### src/pipeline_defaults.svh
`ifndef PIPELINE_DEFAULTS_SVH
`define PIPELINE_DEFAULTS_SVH

`default_nettype none

// Stage register reset values.
`define DEFAULT_WORD     '0
`define DEFAULT_REG_IDX  '0
`define DEFAULT_CSR_ADDR '0
`define DEFAULT_IR_TYPE  IR_NONE
`define DEFAULT_ALU_OP   ADD

// Write enables are active low.
`define DEFAULT_WR_N     1'b1

`default_nettype wire

`endif

### src/rv_pkg.sv
`default_nettype none

package rv_pkg;

    typedef logic [31:0] word_t;
    typedef logic [4:0]  reg_idx_t;
    typedef logic [11:0] csr_addr_t;

    // Instruction class, carried down the pipe.
    typedef enum logic [3:0] {
        IR_NONE,
        IR_ALU_R,
        IR_ALU_I,
        IR_LUI,
        IR_AUIPC,
        IR_JAL,
        IR_JALR,
        IR_CSRRW,
        IR_CSRRS
    } ir_type_t;

    typedef enum logic [3:0] {
        ADD,
        SUB,
        AND,
        OR,
        XOR,
        SLL,
        SRL,
        SRA,
        SLT,
        SLTU,
        PASS_B
    } alu_op_t;

    // Major opcodes.
    localparam logic [6:0] OPC_OP     = 7'b0110011;
    localparam logic [6:0] OPC_OP_IMM = 7'b0010011;
    localparam logic [6:0] OPC_LUI    = 7'b0110111;
    localparam logic [6:0] OPC_AUIPC  = 7'b0010111;
    localparam logic [6:0] OPC_JAL    = 7'b1101111;
    localparam logic [6:0] OPC_JALR   = 7'b1100111;
    localparam logic [6:0] OPC_SYSTEM = 7'b1110011;

    localparam logic [2:0] F3_ADD_SUB = 3'b000;
    localparam logic [2:0] F3_SLL     = 3'b001;
    localparam logic [2:0] F3_SLT     = 3'b010;
    localparam logic [2:0] F3_SLTU    = 3'b011;
    localparam logic [2:0] F3_XOR     = 3'b100;
    localparam logic [2:0] F3_SRL_SRA = 3'b101;
    localparam logic [2:0] F3_OR      = 3'b110;
    localparam logic [2:0] F3_AND     = 3'b111;
    localparam logic [2:0] F3_CSRRW   = 3'b001; // SYSTEM opcode.
    localparam logic [2:0] F3_CSRRS   = 3'b010;

    localparam csr_addr_t CSR_BASE = 12'h340; // First scratch CSR.

endpackage

`default_nettype wire

### src/alu_execute.sv
`timescale 1ns/1ps
`default_nettype none

module alu_execute import rv_pkg::*; (
    input  wire ir_type_t   ir_type,
    input  wire alu_op_t    alu_op,
    input  wire word_t      op_a,
    input  wire word_t      op_b,
    input  wire word_t      rs1_val,
    input  wire reg_idx_t   rd,
    input  wire             wr_reg_n,
    input  wire word_t      csr_rdata,
    output word_t           c,
    output word_t           d,
    output word_t           z,
    output logic            fwd_en,
    output reg_idx_t        fwd_rd,
    output word_t           fwd_data
);

    logic [4:0] shamt;

    assign shamt = op_b[4:0];

    always_comb begin
        case (alu_op)
            ADD:     c = op_a + op_b;
            SUB:     c = op_a - op_b;
            AND:     c = op_a & op_b;
            OR:      c = op_a | op_b;
            XOR:     c = op_a ^ op_b;
            SLL:     c = op_a << shamt;
            SRL:     c = op_a >> shamt;
            SRA:     c = $signed(op_a) >>> shamt;
            SLT:     c = {31'b0, $signed(op_a) < $signed(op_b)};
            SLTU:    c = {31'b0, op_a < op_b};
            PASS_B:  c = op_b;
            default: c = op_a + op_b;
        endcase
    end

    // CSR read-modify.
    assign d = csr_rdata;

    always_comb begin
        case (ir_type)
            IR_CSRRW: z = rs1_val;
            IR_CSRRS: z = csr_rdata | rs1_val;
            default:  z = csr_rdata; // No change.
        endcase
    end

    // ************************************************************************
    // Forwarding to decode.
    // ************************************************************************
    assign fwd_en = !wr_reg_n && rd != '0;
    assign fwd_rd = rd;

    // Links already arrive as pc + 4 in c.
    always_comb begin
        case (ir_type)
            IR_CSRRW, IR_CSRRS: fwd_data = d;
            default:            fwd_data = c;
        endcase
    end

endmodule

`default_nettype wire

### src/csr_file.sv
`timescale 1ns/1ps
`default_nettype none

module csr_file import rv_pkg::*; #(
    parameter int CSR_COUNT = 4
) (
    input  wire             clk,
    input  wire             rst_n,
    input  wire csr_addr_t  raddr,
    input  wire             we,
    input  wire csr_addr_t  waddr,
    input  wire word_t      wdata,
    output word_t           rdata
);

    word_t csr_q [CSR_COUNT];

    always_ff @(posedge clk or negedge rst_n) begin
        if (!rst_n) begin
            for (int i = 0; i < CSR_COUNT; i++)
                csr_q[i] <= '0;
        end else if (we) begin
            for (int i = 0; i < CSR_COUNT; i++) begin
                if (waddr == csr_addr_t'(CSR_BASE + i))
                    csr_q[i] <= wdata;
            end
        end
    end

    // Outside the bank reads zero.
    always_comb begin
        rdata = '0;
        for (int i = 0; i < CSR_COUNT; i++) begin
            if (raddr == csr_addr_t'(CSR_BASE + i))
                rdata = (we && waddr == raddr) ? wdata : csr_q[i]; // Bypass.
        end
    end

endmodule

`default_nettype wire

### src/instr_decode.sv
`timescale 1ns/1ps
`include "pipeline_defaults.svh"
`default_nettype none

module instr_decode import rv_pkg::*; (
    input  wire             clk,
    input  wire             rst_n,
    input  wire             interlock,
    input  wire             instr_valid,
    input  wire word_t      instr,
    input  wire word_t      pc,
    input  wire word_t      rs1_rdata,
    input  wire word_t      rs2_rdata,
    input  wire             fwd_en,
    input  wire reg_idx_t   fwd_rd,
    input  wire word_t      fwd_data,
    output reg_idx_t        rs1_addr,
    output reg_idx_t        rs2_addr,
    output ir_type_t        ir_type,
    output alu_op_t         alu_op,
    output word_t           op_a,
    output word_t           op_b,
    output word_t           rs1_val,
    output word_t           pc4,
    output reg_idx_t        rd,
    output csr_addr_t       csr_addr,
    output logic            wr_reg_n,
    output logic            wr_csr_n
);

    logic [6:0] opcode;
    logic [2:0] funct3;
    word_t      imm_i;
    word_t      imm_u;
    word_t      rs1_fwd;
    word_t      rs2_fwd;
    ir_type_t   dec_type;
    alu_op_t    dec_op;
    word_t      dec_a;
    word_t      dec_b;

    function automatic alu_op_t alu_from_funct(input logic [2:0] f3, input logic alt);
        case (f3)
            F3_ADD_SUB: return alt ? SUB : ADD;
            F3_SLL:     return SLL;
            F3_SLT:     return SLT;
            F3_SLTU:    return SLTU;
            F3_XOR:     return XOR;
            F3_SRL_SRA: return alt ? SRA : SRL;
            F3_OR:      return OR;
            default:    return AND;
        endcase
    endfunction

    assign opcode   = instr[6:0];
    assign funct3   = instr[14:12];
    assign rs1_addr = instr[19:15];
    assign rs2_addr = instr[24:20];
    assign imm_i    = {{20{instr[31]}}, instr[31:20]};
    assign imm_u    = {instr[31:12], 12'b0};

    // Execute result wins over the register file.
    assign rs1_fwd = (fwd_en && fwd_rd == rs1_addr) ? fwd_data : rs1_rdata;
    assign rs2_fwd = (fwd_en && fwd_rd == rs2_addr) ? fwd_data : rs2_rdata;

    // ************************************************************************
    // Class and ALU operation.
    // ************************************************************************
    always_comb begin
        dec_type = IR_NONE;
        dec_op   = ADD;
        case (opcode)
            OPC_OP: begin
                dec_type = IR_ALU_R;
                dec_op   = alu_from_funct(funct3, instr[30]);
            end
            OPC_OP_IMM: begin
                dec_type = IR_ALU_I;
                dec_op   = alu_from_funct(funct3, funct3 == F3_SRL_SRA && instr[30]);
            end
            OPC_LUI: begin
                dec_type = IR_LUI;
                dec_op   = PASS_B;
            end
            OPC_AUIPC: dec_type = IR_AUIPC;
            OPC_JAL:   dec_type = IR_JAL;
            OPC_JALR:  dec_type = IR_JALR;
            OPC_SYSTEM: begin
                if (funct3 == F3_CSRRW)
                    dec_type = IR_CSRRW;
                else if (funct3 == F3_CSRRS)
                    dec_type = IR_CSRRS;
            end
            default: dec_type = IR_NONE;
        endcase
        if (!instr_valid)
            dec_type = IR_NONE; // Bubble.
    end

    always_comb begin
        dec_a = rs1_fwd;
        dec_b = rs2_fwd;
        case (dec_type)
            IR_ALU_I: dec_b = imm_i;
            IR_LUI:   dec_b = imm_u;
            IR_AUIPC: begin
                dec_a = pc;
                dec_b = imm_u;
            end
            // Links go through the ALU as pc + 4 for forwarding.
            IR_JAL, IR_JALR: begin
                dec_a = pc;
                dec_b = 32'd4;
            end
            default: ;
        endcase
    end

    // ************************************************************************
    // Decode to execute register.
    // ************************************************************************
    always_ff @(posedge clk or negedge rst_n) begin
        if (!rst_n) begin
            ir_type  <= `DEFAULT_IR_TYPE;
            alu_op   <= `DEFAULT_ALU_OP;
            op_a     <= `DEFAULT_WORD;
            op_b     <= `DEFAULT_WORD;
            rs1_val  <= `DEFAULT_WORD;
            pc4      <= `DEFAULT_WORD;
            rd       <= `DEFAULT_REG_IDX;
            csr_addr <= `DEFAULT_CSR_ADDR;
            wr_reg_n <= `DEFAULT_WR_N;
            wr_csr_n <= `DEFAULT_WR_N;
        end else if (!interlock) begin
            ir_type  <= dec_type;
            alu_op   <= dec_op;
            op_a     <= dec_a;
            op_b     <= dec_b;
            rs1_val  <= rs1_fwd;
            pc4      <= pc + 32'd4;
            rd       <= instr[11:7];
            csr_addr <= instr[31:20];
            wr_reg_n <= (dec_type == IR_NONE);
            wr_csr_n <= !(dec_type == IR_CSRRW || dec_type == IR_CSRRS);
        end
    end

endmodule

`default_nettype wire

### src/reg_file.sv
`timescale 1ns/1ps
`default_nettype none

module reg_file import rv_pkg::*; (
    input  wire             clk,
    input  wire             rst_n,
    input  wire reg_idx_t   rs1_addr,
    input  wire reg_idx_t   rs2_addr,
    input  wire             we,
    input  wire reg_idx_t   waddr,
    input  wire word_t      wdata,
    output word_t           rs1_rdata,
    output word_t           rs2_rdata
);

    word_t regs [1:31]; // x0 has no storage.

    always_ff @(posedge clk or negedge rst_n) begin
        if (!rst_n) begin
            for (int i = 1; i < 32; i++)
                regs[i] <= '0;
        end else if (we && waddr != '0) begin
            regs[waddr] <= wdata;
        end
    end

    // Write-through so the instruction two behind sees the result.
    assign rs1_rdata = (rs1_addr == '0)                ? '0    :
                       (we && waddr == rs1_addr)       ? wdata :
                                                         regs[rs1_addr];
    assign rs2_rdata = (rs2_addr == '0)                ? '0    :
                       (we && waddr == rs2_addr)       ? wdata :
                                                         regs[rs2_addr];

endmodule

`default_nettype wire

### src/result_writeback.sv
`timescale 1ns/1ps
`include "pipeline_defaults.svh"
`default_nettype none

module result_writeback import rv_pkg::*; (
    input  wire             clk,
    input  wire             rst_n,
    input  wire             interlock,
    input  wire word_t      pc4_in,
    input  wire word_t      c_in,
    input  wire word_t      d_in,
    input  wire word_t      z_in,
    input  wire reg_idx_t   rd_in,
    input  wire csr_addr_t  csr_addr_in,
    input  wire ir_type_t   ir_type_in,
    input  wire             wr_reg_n_in,
    input  wire             wr_csr_n_in,
    output logic            rf_we,
    output reg_idx_t        rf_waddr,
    output word_t           rf_wdata,
    output logic            csr_we,
    output csr_addr_t       csr_waddr,
    output word_t           csr_wdata
);

    word_t     pc4_q;
    word_t     c_q;
    word_t     d_q;
    word_t     z_q;
    reg_idx_t  rd_q;
    csr_addr_t csr_addr_q;
    ir_type_t  ir_type_q;
    logic      wr_reg_n_q;
    logic      wr_csr_n_q;

    always_ff @(posedge clk or negedge rst_n) begin
        if (!rst_n) begin
            pc4_q      <= `DEFAULT_WORD;
            c_q        <= `DEFAULT_WORD;
            d_q        <= `DEFAULT_WORD;
            z_q        <= `DEFAULT_WORD;
            rd_q       <= `DEFAULT_REG_IDX;
            csr_addr_q <= `DEFAULT_CSR_ADDR;
            ir_type_q  <= `DEFAULT_IR_TYPE;
            wr_reg_n_q <= `DEFAULT_WR_N;
            wr_csr_n_q <= `DEFAULT_WR_N;
        end else if (!interlock) begin // Frozen otherwise.
            pc4_q      <= pc4_in;
            c_q        <= c_in;
            d_q        <= d_in;
            z_q        <= z_in;
            rd_q       <= rd_in;
            csr_addr_q <= csr_addr_in;
            ir_type_q  <= ir_type_in;
            wr_reg_n_q <= wr_reg_n_in;
            wr_csr_n_q <= wr_csr_n_in;
        end
    end

    // Writes wait for the first edge without interlock.
    assign rf_we    = !wr_reg_n_q && rd_q != '0 && !interlock;
    assign rf_waddr = rd_q;

    always_comb begin
        case (ir_type_q)
            IR_JAL, IR_JALR:    rf_wdata = pc4_q;
            IR_CSRRW, IR_CSRRS: rf_wdata = d_q; // Old CSR value.
            default:            rf_wdata = c_q;
        endcase
    end

    assign csr_we    = !wr_csr_n_q && !interlock;
    assign csr_waddr = csr_addr_q;
    assign csr_wdata = z_q;

endmodule

`default_nettype wire

### src/rv_pipe_top.sv
`timescale 1ns/1ps
`default_nettype none

module rv_pipe_top import rv_pkg::*; #(
    parameter int CSR_COUNT = 4
) (
    input  wire             clk,
    input  wire             rst_n,
    input  wire             interlock,
    input  wire             instr_valid,
    input  wire word_t      instr,
    input  wire word_t      pc,
    output wire             rf_we,
    output wire reg_idx_t   rf_waddr,
    output wire word_t      rf_wdata,
    output wire             csr_we,
    output wire csr_addr_t  csr_waddr,
    output wire word_t      csr_wdata
);

    wire reg_idx_t  rs1_addr;
    wire reg_idx_t  rs2_addr;
    wire word_t     rs1_rdata;
    wire word_t     rs2_rdata;
    wire            fwd_en;
    wire reg_idx_t  fwd_rd;
    wire word_t     fwd_data;

    // Decode to execute.
    wire ir_type_t  ir_type;
    wire alu_op_t   alu_op;
    wire word_t     op_a;
    wire word_t     op_b;
    wire word_t     rs1_val;
    wire word_t     pc4;
    wire reg_idx_t  rd;
    wire csr_addr_t csr_addr;
    wire            wr_reg_n;
    wire            wr_csr_n;

    // Execute to result.
    wire word_t     csr_rdata;
    wire word_t     c;
    wire word_t     d;
    wire word_t     z;

    // ************************************************************************
    // Stages.
    // ************************************************************************
    instr_decode u_decode (
        .clk(clk), .rst_n(rst_n), .interlock(interlock),
        .instr_valid(instr_valid), .instr(instr), .pc(pc),
        .rs1_rdata(rs1_rdata), .rs2_rdata(rs2_rdata),
        .fwd_en(fwd_en), .fwd_rd(fwd_rd), .fwd_data(fwd_data),
        .rs1_addr(rs1_addr), .rs2_addr(rs2_addr),
        .ir_type(ir_type), .alu_op(alu_op), .op_a(op_a), .op_b(op_b),
        .rs1_val(rs1_val), .pc4(pc4), .rd(rd), .csr_addr(csr_addr),
        .wr_reg_n(wr_reg_n), .wr_csr_n(wr_csr_n)
    );

    alu_execute u_execute (
        .ir_type(ir_type), .alu_op(alu_op), .op_a(op_a), .op_b(op_b),
        .rs1_val(rs1_val), .rd(rd), .wr_reg_n(wr_reg_n), .csr_rdata(csr_rdata),
        .c(c), .d(d), .z(z),
        .fwd_en(fwd_en), .fwd_rd(fwd_rd), .fwd_data(fwd_data)
    );

    result_writeback u_result (
        .clk(clk), .rst_n(rst_n), .interlock(interlock),
        .pc4_in(pc4), .c_in(c), .d_in(d), .z_in(z), .rd_in(rd),
        .csr_addr_in(csr_addr), .ir_type_in(ir_type),
        .wr_reg_n_in(wr_reg_n), .wr_csr_n_in(wr_csr_n),
        .rf_we(rf_we), .rf_waddr(rf_waddr), .rf_wdata(rf_wdata),
        .csr_we(csr_we), .csr_waddr(csr_waddr), .csr_wdata(csr_wdata)
    );

    // ************************************************************************
    // Storage.
    // ************************************************************************
    reg_file u_regs (
        .clk(clk), .rst_n(rst_n),
        .rs1_addr(rs1_addr), .rs2_addr(rs2_addr),
        .we(rf_we), .waddr(rf_waddr), .wdata(rf_wdata),
        .rs1_rdata(rs1_rdata), .rs2_rdata(rs2_rdata)
    );

    csr_file #(.CSR_COUNT(CSR_COUNT)) u_csrs (
        .clk(clk), .rst_n(rst_n),
        .raddr(csr_addr), // Read in execute, straight from decode.
        .we(csr_we), .waddr(csr_waddr), .wdata(csr_wdata),
        .rdata(csr_rdata)
    );

endmodule

`default_nettype wire

### config.mk
export PLATFORM = sky130hd
export DESIGN_NAME = rv_pipe_top
export DESIGN_NICKNAME = d
export VERILOG_FILES = /design/src/rv_pkg.sv /design/src/alu_execute.sv /design/src/csr_file.sv /design/src/instr_decode.sv /design/src/reg_file.sv /design/src/result_writeback.sv /design/src/rv_pipe_top.sv
export VERILOG_INCLUDE_DIRS = /design/src
export SDC_FILE = /design/constraint.sdc
export NUM_CORES = 2
export LEC_CHECK = 0
export BUFFER_PORTS_ARGS = -buffer_cell sky130_fd_sc_hd__buf_2
export CORE_MARGIN = 2
export CORE_UTILIZATION = 50
export CTS_BUF_LIST = sky130_fd_sc_hd__clkbuf_16
export CTS_CLUSTER_SIZE = 12
export DETAILED_ROUTE_END_ITERATION = 16
export GPL_ROUTABILITY_DRIVEN = 1
export HOLD_SLACK_MARGIN = 0.06
export PLACE_DENSITY = 0.66
export RECOVER_POWER = 50
export SLEW_MARGIN = 10
export SYNTH_ARGS = -nofsm -noshare
export SYNTH_HDL_FRONTEND = slang
export SYNTH_SLANG_ARGS = --single-unit
### constraint.sdc
create_clock -name clk -period 5.56 [get_ports clk]
set_input_delay 1.112 -clock clk [delete_from_list [all_inputs] [get_ports clk]]
set_output_delay 1.112 -clock clk [all_outputs]
set_load 0.02 [all_outputs]
==> flow_summary.json <==
{
  "cts-root-buf": "clkbuf_16",
  "crit_path_end_kind": "output port",
  "io_pins": 151,
  "synth_top_family_by_area": "multiplexers",
  "cp_max_fo": 32,
  "postCtsSetupBuffers": 0,
  "muxShareOfSynthArea": 0.239,
  "gp_congestion": 1.10,
  "synthDistinctLibCells": 107,
  "cts_hold_buffers": 0,
  "status": "finished, violations left",
  "htree_levels": 4,
  "path_class": "register to output port",
  "antenna_found_initial": 15,
  "grt_setup_unrepaired": "false",
  "grt_pass1_wl_mm": 461,
  "insertion_delay_ns": 0.83,
  "cp-start-kind": "register",
  "finalHoldViolCount": 0,
  "synth_area_leader_cell": "dfrtp_1",
  "grt_usage": 0.374,
  "reg2regPathDepth": 12,
  "grt_pass1_vias": 66300,
  "synth_area_sq_um": 82200,
  "syn_inst": 7801,
  "synth_fa_ha_area_frac": 0.0154,
  "finalCriticalPeriod_ns": 5.01,
  "fin_setup_tns_ns": 0,
  "synth_compound_area_frac": 0.154,
  "layout.nets": 7825,
  "timing.fmax_mhz": 200,
  "ys_seq_area_frac": 0.434,
  "cts_buffers": 154,
  "syn-num-nets": 7969,
  "dp_hpwl_mm": 210,
  "die_w_microns": 410,
  "num_rows": 148,
  "die_h_microns": 410,
  "postRouteAntennaNets": 0,
  "area_growth_pct": 9.70,
  "tightest_slew_ns": 3.33,
  "synth-async-reset-ratio": 1.00,
  "mostFrequentLayoutCells": "dfrtp_1, nand2_1, o21ai_0",
  "grt_max_degree": 180,
  "hold_end": "u_decode.wr_csr_n",
  "min_path_cells": 2,
  "hold_slack_ns": 0.470,
  "path_clk_slew_ns": 0.06,
  "r2r_slack_ns": 0.60,
  "drive_above_1_share": 0.216,
  "start_util": 0.504,
  "cts.path.max_buffers": 3,
  "drt_first_pass_iters": 8,
  "drc": 0,
  "first_iter_violations": 9899,
  "irDropWorstVdd_mv": 0.405,
  "mostFrequentLayoutCell": "dfrtp_1",
  "synthTopCellsByArea": "dfrtp_1, mux4_2, o21ai_0",
  "fin_crit_sh": 0.901,
  "yosysTopAreaCellShare": 0.433,
  "synth_edf_count": 0,
  "leakage_uw": 0.0389,
  "maxCapViolCount": 9,
  "core_sq_um": 163000,
  "cts_num_sinks": 1426,
  "yosys_warnings": 0,
  "synth_xor_area_frac": 0.00788,
  "cellPowerDensity_nw_per_um2": 437,
  "skew_ns": 0.0383,
  "die_area_sq_um": 168000,
  "vias": 68600,
  "synth_ff_type": "dfrtp_1",
  "cts_resized": 0,
  "dp.cells": 9676,
  "port_buffers": 150,
  "violations": "capacitance limit, slew limit",
  "worstReg2RegStart": "u_decode.op_b[1]",
  "ys_ff_latch": 1426,
  "wl_per_cell_microns": 31.7,
  "hp-start": "u_decode.wr_csr_n",
  "setup_viol": 0,
  "r2r-end": "u_decode.op_a[6]",
  "stdcell_count": 9957,
  "cp.required_ns": 4.45,
  "synthSimpleGateAreaFrac": 0.104,
  "tritoncts": "yes",
  "syn_avg_cell_area_sq_um": 10.5,
  "slew_violations": 712,
  "via_per_inst": 6.89,
  "grt_overflow_total": 0,
  "n_fill_cell": 14100,
  "arrival_ns": 3.90,
  "wl_mm": 316,
  "slew_headroom": -1.22,
  "min_path_type": "register to register"
}
cell usage after synthesis, drive strengths merged (42+ instances only):
library cell and number:
a21oi 612, a211oi 61, o211ai 79, o21ai 854, xor2 43, nand2 1006
nor2 674, dfrtp 1422, o221ai 42, inv 172, clkbuf 555, buf 183
a22o 59, nand3 61, mux2i 168, mux2 313, nor3 77, ha 98
a31oi 42, mux4 639
flip-flops by register name (all words and copies together) (netlist names), 32 cells and up:
| name | flops |
|---|---|
| u_csrs.csr_q | 128 |
| u_decode.op_a | 32 |
| u_decode.op_b | 32 |
| u_decode.pc4 | 32 |
| u_decode.rs1_val | 32 |
| u_regs.regs | 992 |
| u_result.c_q | 32 |
| u_result.csr_wdata | 32 |
| u_result.d_q | 32 |
| u_result.pc4_q | 32 |
metal layers:
metal	vias up	wire length, microns	track usage
met4	12	22700	0.225
met3	1126	37700	0.110
met1	34600	117000	0.489
met5	-	79	0
met2	4534	138000	0.551
li1	28400	-	-
worst max-delay path, cell delays in order, from the launching register on:
cell and delay (ns):
dfrtp_1 0.42, or2_2 0.35, nor3b_1 0.44, a21oi_4 0.06, buf_12 0.19, a222oi_1 1.02, inv_1 0.31, buf_2 0.27
through the flow:
step                      setup slack (ns)  total power [uW]  area (sq um)  utilization
after floorplan                       1.28             24200         82200            -
after global placement               0.484             28900         85600        0.525
after detailed placement             0.472             29300         85600        0.525
after CTS                            0.657             39000         90300        0.554
after global routing                 0.297             41100         90200        0.553
final                                0.550             39500         90200        0.553
layout make-up:
class,instances,area (sq um),share of cell area
flip-flops and latches,1426,35700,0.396
repair buffers,439,3300,0.0366
multi-input cells,5461,43200,0.478
diodes,11,27.5,0.000305
clock inverters,111,678,0.00752
clock buffers,159,3980,0.0441
well taps,2175,2720,0.0302
inverters,175,658,0.00729
power breakdown:
group          leakage [uW]  switching, uW  total, uW  internal [uW]
registers            0.0189           2430      15500          13100
logic                0.0176           8340      14200           5850
clock network       0.00244           4460       9770           5310
total                0.0389          15200      39500          24200
worst max-delay path by stage:
stage | startpoint | end | slack [ns] | cells past startpoint
floorplan | u_decode.op_b[2] | u_decode.op_b[26] | 1.28 | 17
global placement | instr[20] | u_decode.op_b[0] | 0.48 | 11
finish | u_result.ir_type_q[0] | rf_wdata[12] | 0.55 | 7
global route | rst_n | u_regs.regs[86] | 0.30 | 2
detailed placement | instr[20] | u_decode.op_b[0] | 0.47 | 11
CTS | u_result.ir_type_q[0] | rf_wdata[12] | 0.66 | 7
cells by family after synthesis:
kind of cell,count (synthesis)
xor+xnor,74
simple gates,2048
compound gates,2119
flops,1426
mux,1120
buf+inv,914
fa+ha+maj,100
(Power assumes the default switching activity.)
